**src/include/rlbp_macros.svh**
```systemverilog
/* widths, channel count, bus base nibble and register map offsets
   for the readout timing generator */

`ifndef RLBP_MACROS_SVH
`define RLBP_MACROS_SVH

// timer and channel sizing
`define RLBP_TW          12     // edge, period and count width
`define RLBP_NCH         8      // timed waveform channels

// wishbone bus sizing
`define RLBP_DW          32
`define RLBP_AW          32

// address decode, compared against adr[31:28]
`define RLBP_BASE_NIBBLE 4'd3

// register map within the slave window, byte offsets on adr[7:0]
`define RLBP_CH_STRIDE   8      // rise at 8k, fall at 8k+4
`define RLBP_OFF_PERIOD  64
`define RLBP_OFF_CTRL    68     // bit 0 is run

`endif

```
**src/hdl/rlbp_pkg.sv**
```systemverilog
/* shared types for the timing generator: wishbone request and response,
   edge pairs, sequencer configuration and the output channel vector */

`include "rlbp_macros.svh"

package rlbp_pkg;

    // one count position within a frame
    typedef logic [`RLBP_TW-1:0] timer_t;

    // rise and fall positions of one channel
    typedef struct packed {
        timer_t rise;   // first count with the channel high
        timer_t fall;   // first count with the channel low again
    } edge_pair_t;

    // master to slave strobes and payload
    typedef struct packed {
        logic                     cyc;
        logic                     stb;
        logic                     we;
        logic [`RLBP_DW/8-1:0]    sel;
        logic [`RLBP_AW-1:0]      adr;
        logic [`RLBP_DW-1:0]      dat;
    } wb_req_t;

    // slave to master, ack and read data
    typedef struct packed {
        logic                     ack;
        logic [`RLBP_DW-1:0]      dat;
    } wb_rsp_t;

    // everything the register bank hands to the sequencer
    typedef struct packed {
        edge_pair_t [`RLBP_NCH-1:0] edges;  // index k is channel k
        timer_t                     period; // last count of a frame
        logic                       run;
    } seq_cfg_t;

    // waveform outputs, channel 0 first
    typedef struct packed {
        logic vd1;
        logic vd2;
        logic sw1;
        logic sw2;
        logic sh;
        logic sh_cmp;
        logic sh_rst;
        logic counter_rst;
    } chan_vec_t;

endpackage

```
**src/hdl/rlbp_wb_regs.sv**
```systemverilog
/* wishbone slave with the edge, period and control registers,
   single-cycle registered ack and read data */

`timescale 1ns/1ps
`include "rlbp_macros.svh"

module rlbp_wb_regs (
    input  logic                 clk,
    input  logic                 rst,
    input  rlbp_pkg::wb_req_t    wb_req_i,
    output rlbp_pkg::wb_rsp_t    wb_rsp_o,
    output rlbp_pkg::seq_cfg_t   cfg_o
);

    import rlbp_pkg::*;

    localparam int CH_W = $clog2(`RLBP_NCH);

    seq_cfg_t              cfg_q;
    logic                  ack_q;
    logic [`RLBP_DW-1:0]   rdat_q;

    logic                  valid;
    logic                  wr_en;
    logic [7:0]            off;
    logic [7:0]            lane;       // byte position inside one channel slot
    logic [CH_W-1:0]       ch_idx;
    logic                  in_edges;
    logic                  is_rise;
    logic                  is_fall;
    logic                  is_period;
    logic                  is_ctrl;
    logic [`RLBP_DW-1:0]   rd_data;

    // request decode
    assign valid = wb_req_i.cyc && wb_req_i.stb
                   && (wb_req_i.adr[`RLBP_AW-1:`RLBP_AW-4] == `RLBP_BASE_NIBBLE);
    assign wr_en = valid && wb_req_i.we && wb_req_i.sel[0];   // only byte lane 0 counts

    assign off      = wb_req_i.adr[7:0];
    assign lane     = 8'(off % `RLBP_CH_STRIDE);
    assign ch_idx   = CH_W'(off / `RLBP_CH_STRIDE);
    assign in_edges = off < `RLBP_NCH * `RLBP_CH_STRIDE;

    assign is_rise   = in_edges && (lane == 8'd0);
    assign is_fall   = in_edges && (lane == 8'(`RLBP_CH_STRIDE / 2));
    assign is_period = (off == 8'(`RLBP_OFF_PERIOD));
    assign is_ctrl   = (off == 8'(`RLBP_OFF_CTRL));

    // read mux, anything unmapped reads as zero
    always_comb begin
        rd_data = '0;
        if (is_rise) begin
            rd_data = `RLBP_DW'(cfg_q.edges[ch_idx].rise);
        end else if (is_fall) begin
            rd_data = `RLBP_DW'(cfg_q.edges[ch_idx].fall);
        end else if (is_period) begin
            rd_data = `RLBP_DW'(cfg_q.period);
        end else if (is_ctrl) begin
            rd_data[0] = cfg_q.run;
        end
    end

    always_ff @(posedge clk) begin
        if (rst) begin
            cfg_q  <= '0;
            ack_q  <= 1'b0;
            rdat_q <= '0;
        end else begin
            ack_q <= valid;     // one ack per valid cycle, held stb acks every cycle
            if (valid) begin
                rdat_q <= rd_data;  // value before this cycle's write
            end

            if (wr_en) begin
                if (is_rise) begin
                    cfg_q.edges[ch_idx].rise <= wb_req_i.dat[`RLBP_TW-1:0];
                end else if (is_fall) begin
                    cfg_q.edges[ch_idx].fall <= wb_req_i.dat[`RLBP_TW-1:0];
                end else if (is_period) begin
                    cfg_q.period <= wb_req_i.dat[`RLBP_TW-1:0];
                end else if (is_ctrl) begin
                    cfg_q.run <= wb_req_i.dat[0];
                end
            end
        end
    end

    assign wb_rsp_o = wb_rsp_t'{ack: ack_q, dat: rdat_q};
    assign cfg_o    = cfg_q;

endmodule

```
**src/hdl/rlbp_frame_counter.sv**
```systemverilog
/* frame position counter, advances while run is set and wraps
   after the programmed period with a one-cycle done pulse */

`timescale 1ns/1ps

module rlbp_frame_counter (
    input  logic                 clk,
    input  logic                 rst,
    input  rlbp_pkg::seq_cfg_t   cfg_i,
    output rlbp_pkg::timer_t     count_o,
    output logic                 frame_done_o
);

    import rlbp_pkg::*;

    timer_t count_q;
    logic   done_q;
    logic   at_end;     // last slot of the frame
    logic   past_end;   // period moved below the count mid-frame

    assign at_end   = (count_q == cfg_i.period);
    assign past_end = (count_q > cfg_i.period);

    always_ff @(posedge clk) begin
        if (rst) begin
            count_q <= '0;
            done_q  <= 1'b0;
        end else begin
            done_q <= cfg_i.run && at_end;

            if (!cfg_i.run) begin
                count_q <= '0;                  // parked at frame start
            end else if (at_end || past_end) begin
                // a shrunk period restarts the frame without a done pulse
                count_q <= '0;
            end else begin
                count_q <= count_q + 1'b1;
            end
        end
    end

    assign count_o      = count_q;
    assign frame_done_o = done_q;

endmodule

```
**src/hdl/rlbp_pulse_gen.sv**
```systemverilog
/* per-channel window compare of the frame count against rise and fall,
   registered onto the named waveform outputs */

`timescale 1ns/1ps
`include "rlbp_macros.svh"

module rlbp_pulse_gen (
    input  logic                 clk,
    input  logic                 rst,
    input  rlbp_pkg::seq_cfg_t   cfg_i,
    input  rlbp_pkg::timer_t     count_i,
    output rlbp_pkg::chan_vec_t  chan_o
);

    import rlbp_pkg::*;

    logic [`RLBP_NCH-1:0] hit;
    chan_vec_t            chan_d;
    chan_vec_t            chan_q;

    // half-open window rise <= count < fall
    // rise >= fall gives an empty window, so the channel stays low
    for (genvar k = 0; k < `RLBP_NCH; k++) begin : g_win
        logic after_rise;
        logic before_fall;

        assign after_rise  = (count_i >= cfg_i.edges[k].rise);
        assign before_fall = (count_i <  cfg_i.edges[k].fall);
        assign hit[k]      = cfg_i.run && after_rise && before_fall;
    end

    // channel index to output name
    always_comb begin
        chan_d.vd1         = hit[0];
        chan_d.vd2         = hit[1];
        chan_d.sw1         = hit[2];
        chan_d.sw2         = hit[3];
        chan_d.sh          = hit[4];
        chan_d.sh_cmp      = hit[5];
        chan_d.sh_rst      = hit[6];
        chan_d.counter_rst = hit[7];
    end

    // one register stage, lines up with the frame done pulse
    always_ff @(posedge clk) begin
        if (rst) begin
            chan_q <= '0;
        end else begin
            chan_q <= chan_d;
        end
    end

    assign chan_o = chan_q;

endmodule

```
**src/hdl/rlbp_top.sv**
```systemverilog
/* readout timing generator top, wishbone register bank feeding
   the frame counter and the waveform generator */

`timescale 1ns/1ps

module rlbp_top (
    input  logic                 clk,
    input  logic                 rst,
    input  rlbp_pkg::wb_req_t    wb_req_i,
    output rlbp_pkg::wb_rsp_t    wb_rsp_o,
    output rlbp_pkg::chan_vec_t  chan_o,
    output logic                 frame_done_o
);

    import rlbp_pkg::*;

    seq_cfg_t cfg;      // edges, period and run from the bus
    timer_t   count;    // current frame position

    // bus side
    rlbp_wb_regs u_regs (
        .clk      (clk),
        .rst      (rst),
        .wb_req_i (wb_req_i),
        .wb_rsp_o (wb_rsp_o),
        .cfg_o    (cfg)
    );

    // frame timing
    rlbp_frame_counter u_counter (
        .clk          (clk),
        .rst          (rst),
        .cfg_i        (cfg),
        .count_o      (count),
        .frame_done_o (frame_done_o)
    );

    // waveform outputs
    rlbp_pulse_gen u_pulses (
        .clk     (clk),
        .rst     (rst),
        .cfg_i   (cfg),
        .count_i (count),
        .chan_o  (chan_o)
    );

endmodule

```
**config.mk**
```make
export PLATFORM = sky130hd
export DESIGN_NAME = rlbp_top
export DESIGN_NICKNAME = d
export VERILOG_FILES = /design/src/hdl/rlbp_pkg.sv /design/src/hdl/rlbp_wb_regs.sv /design/src/hdl/rlbp_frame_counter.sv /design/src/hdl/rlbp_pulse_gen.sv /design/src/hdl/rlbp_top.sv
export VERILOG_INCLUDE_DIRS = /design/src /design/src/include
export SDC_FILE = /design/constraint.sdc
export NUM_CORES = 1
export LEC_CHECK = 0
export BUFFER_PORTS_ARGS = -buffer_cell sky130_fd_sc_hd__clkbuf_2
export CORE_ASPECT_RATIO = 0.9
export CORE_MARGIN = 3
export CORE_UTILIZATION = 40
export DETAILED_ROUTE_END_ITERATION = 10
export GPL_TIMING_DRIVEN = 0
export SYNTH_ARGS = -nofsm -noshare
export SYNTH_HDL_FRONTEND = slang
export SYNTH_SLANG_ARGS = --single-unit
```
**constraint.sdc**
```tcl
create_clock -name clk -period 3.9 [get_ports clk]
set_clock_uncertainty 0.05 [all_clocks]
set_input_delay 0.585 -clock clk [delete_from_list [all_inputs] [get_ports clk]]
set_output_delay 0.585 -clock clk [all_outputs]
set_load 0.05 [all_outputs]
```
==> qor.csv <==
stage,metric,value,unit
placement,dp_hpwl,52100,um
yosys,synth_seq_cells,239,
yosys,avgSynthCellArea,7.82,um^2
clock_tree,cts_root_buf,clkbuf_16,
placement,gp_congestion,1.08,
detailed_routing,routedWlPerCell,27.4,um
floorplanning,die-area,40900,um^2
sta,finalCritPeriodShare,91.3,%
sta,final_max_slew_viol_count,52,
sta,worst_pin_slew,1.54,ns
clock_tree,clk_pin_slew,0.06,ns
sta,setup_viol,0,
job,max_cap_violations,3,
detailed_routing,initialDrtViolationCount,1828,
grt,first_global_vias,13800,
min_path,holdPathEnd,u_regs.cfg_o[63]$_SDFFE_PP0P_,
sta,fmax,0.281,GHz
detailed_routing,vias,15300,
clock_tree,h-tree-depth,1,
grt,grt_pass1_wl,99100,um
critical_path,worst-setup-path-type,flip-flop to flip-flop,
clock_tree,cts_buffers,28,
power_and_ir_drop,total_power,5.62,mW
sta,hold_slack,0.343,ns
critical_path,crit_fanout,10,
power_and_ir_drop,ir_drop,332,uV
critical_path,rr_worst_depth,9,
min_path,holdPathStages,3,
outcome,outcome,"complete, but fails checks",
critical_path,worstReg2RegEnd,u_counter.count_o[6]$_SDFF_PP0_,
floorplanning,io_pins,115,
yosys,async_reset_ff_share,0,%
clock_tree,worstSkewPairLatency,0.58,ns
yosys,syn-cell-area,15400,um^2
clock_tree,cts_hold_buffers,0,
power_and_ir_drop,powerDensity,325,nW/um^2
critical_path,r2r_start,u_counter.count_o[0]$_SDFF_PP0_,
critical_path,r2r_slack,0.34,ns
min_path,hold_path_class,input port to flip-flop,
yosys,seq_area_frac_synth,31.0,%
final_layout,area.sequential,4790,um^2
floorplanning,rows,67,
grt,grt_overflow,0,
critical_path,critPathCaptureType,flip-flop,
sta,rsz0062_at_grt,no,
grt,antenna_found_initial,3,
yosys,synthDistinctLibCells,68,
critical_path,crit_required,4.35,ns
yosys,synth_edf_count,0,
sta,tns,0,ns
floorplanning,initial_core_util,41.0,%
sta,relSlewSlack,-3.63,%
detailed_routing,routed_wl,70400,um
critical_path,arrival,4.01,ns
sta,post-route-min-period,3.56,ns
placement,io_buffer_count,37,
final_layout,area_growth,12.1,%
clock_tree,clock-sinks,239,
critical_path,start_kind,flip-flop,
yosys,ys_warn_count,0,
grt,grt_max_degree,23,
detailed_routing,firstDrtPassIters,5,
floorplanning,coreArea,37600,um^2
detailed_routing,drtAntennaViolNets,0,
min_path,hp-start,wb_req_i[2],
yosys,syn_inst,1971,
final_layout,fillerInstances,3772,
final_layout,layout.nets,2330,
detailed_routing,drc,0,
outcome,violations,"max-capacitance violations, max-slew violations",
clock_tree,cts_tree,built,
floorplanning,die_width,213,um
clock_tree,cts_buffer_depth,3,
critical_path,crit_path_start,u_counter.count_o[0]$_SDFF_PP0_,
floorplanning,die_h,192,um
final_layout,multi_input_area,9230,um^2
final_layout,drive_gt1_share,11.1,%
sta,hold_viol,0,
detailed_routing,vias_per_cell,5.95,
grt,grtUsageTotal,34.0,%
power_and_ir_drop,power.leakage,6.91,nW
yosys,ys.flop_type,dfxtp_1,
[worst max path at each step]
stage               cells past startpoint                               to
floorplan                               8   u_regs.cfg_o[147]$_SDFFE_PP0P_
global placement                        8  u_counter.count_o[4]$_SDFF_PP0_
detailed placement                      8  u_counter.count_o[4]$_SDFF_PP0_
CTS                                     8  u_counter.count_o[5]$_SDFF_PP0_
global route                            9  u_counter.count_o[8]$_SDFF_PP0_
finish                                  9  u_counter.count_o[6]$_SDFF_PP0_
[report_power, final]
group | leakage [nW] | switching (mW) | internal (mW)
combinational | 4.51 | 0.311 | 0.0742
sequential | 1.93 | 0.000174 | 2.44
clock | 0.480 | 1.12 | 1.67
total | 6.91 | 1.43 | 4.19
[state kept, by name, summed over array words and instances (netlist names)]
register	count
u_regs.cfg_o	205
u_counter.count_o	12
u_regs.rdat_q	12
u_pulses.chan_o	8
u_counter.frame_done_o	1
u_regs.ack_q	1
[logic make-up after synthesis]
group | Yosys count | share of synthesized area (%)
simple gates | 661 | 19.2
flops | 239 | 31.0
xor+xnor | 10 | 0.568
fa+ha+maj | 197 | 16.0
other cells | 1 | 0.0243
mux | 63 | 5.01
compound gates | 464 | 18.6
buf+inv | 336 | 9.58
[final cells by class]
type | count | area share, %
Clock buffer | 43 | 4.84
Inverter | 193 | 4.21
Tap cell | 483 | 3.50
Clock inverter | 9 | 0.760
Multi-Input combinational cell | 1415 | 53.4
Sequential cell | 239 | 27.7
Antenna cell | 2 | 0.0290
Timing Repair Buffer | 40 | 1.20
Buffer | 143 | 4.35
[placed cells by master (no fill, tap or decap), types with 17 or more instances in the layout]
cell,n
mux2i_1,40
inv_1,191
a21oi_1,241
nand3_1,20
ha_1,197
o21ai_0,46
clkbuf_2,37
nand2b_1,21
a21o_1,50
dfxtp_1,233
clkbuf_1,63
nor3_1,17
clkbuf_16,28
nand4_1,27
a211oi_1,18
nor2_1,62
nand2_1,445
buf_4,34
conb_1,20
buf_2,49
[per-stage QoR]
step / cell area, um^2 / setup slack (ns) / cells / utilization, %
6_report: 17300 / 0.341 / 2567 / 45.9
4_1_cts: 17300 / 0.134 / 2562 / 45.8
5_1_grt: 17300 / 0.167 / 2565 / 45.9
3_5_place_dp: 16300 / 0.157 / 2510 / 43.3
3_3_place_gp: 16300 / 0.117 / 2510 / 43.3
2_1_floorplan: 15500 / 1.66 / 1990 / -
[what timing repair did]
action / in CTS / in global routing
setup endpoints to repair: 0 / 10
buffers inserted: 0 / 3
resized for setup: 0 / 1
[metal layers]
metal  global-route usage, %  vias to the layer above  part of all wire [%]
li1                        -                     6899                     -
met1                    47.4                     7364                    43
met2                    50.9                      853                    42
met3                    7.04                      167                    10
met4                    14.4                        2                   5.1
met5                       0                        -                 0.018
[worst max-delay path, stage by stage, from the launching register on]
cell and delay [ns]:
dfxtp_1 0.61, clkbuf_1 0.63, clkinvlp_4 0.18, buf_4 0.22
ha_1 0.28, and4_1 0.20, o31ai_1 0.20, o2111ai_1 0.57
clkbuf_1 0.39, nor2_1 0.14
[synthesized netlist by cell type, types with 4 or more instances]
| master | count | area share, % |
|---|---|---|
| o31ai_1 | 6 | 0.29 |
| nor3_1 | 17 | 0.55 |
| o211a_1 | 8 | 0.52 |
| a22oi_1 | 15 | 0.73 |
| xnor2_1 | 4 | 0.23 |
| inv_1 | 192 | 4.7 |
| mux4_2 | 10 | 1.5 |
| o221ai_1 | 4 | 0.23 |
| a221oi_1 | 15 | 0.85 |
| mux2i_1 | 40 | 2.6 |
| or2_2 | 4 | 0.16 |
| nand2_2 | 5 | 0.20 |
| o21ai_0 | 46 | 1.5 |
| and3_1 | 12 | 0.49 |
| a221o_1 | 8 | 0.52 |
| nor2b_1 | 9 | 0.37 |
| nand3_1 | 20 | 0.65 |
| dfxtp_1 | 239 | 31 |
| a21oi_1 | 241 | 7.8 |
| o311ai_0 | 4 | 0.23 |
| a2111oi_0 | 8 | 0.45 |
| and4_1 | 13 | 0.74 |
| ha_1 | 197 | 16 |
| nand2_1 | 445 | 11 |
| clkbuf_1 | 56 | 1.4 |
| nand2b_1 | 21 | 0.85 |
| a21o_1 | 50 | 2.4 |
| buf_4 | 31 | 1.5 |
| xor2_1 | 6 | 0.34 |
| a211oi_1 | 18 | 0.88 |
| buf_6 | 5 | 0.37 |
| o22ai_1 | 12 | 0.49 |
| mux2_2 | 13 | 0.95 |
| a22o_1 | 5 | 0.28 |
| buf_2 | 49 | 1.6 |
| nor3_4 | 6 | 0.63 |
| nand4_1 | 27 | 1.1 |
| a21oi_2 | 10 | 0.57 |
| nor2_1 | 62 | 1.5 |
No activity file was read; power rests on OpenSTA's default activity.
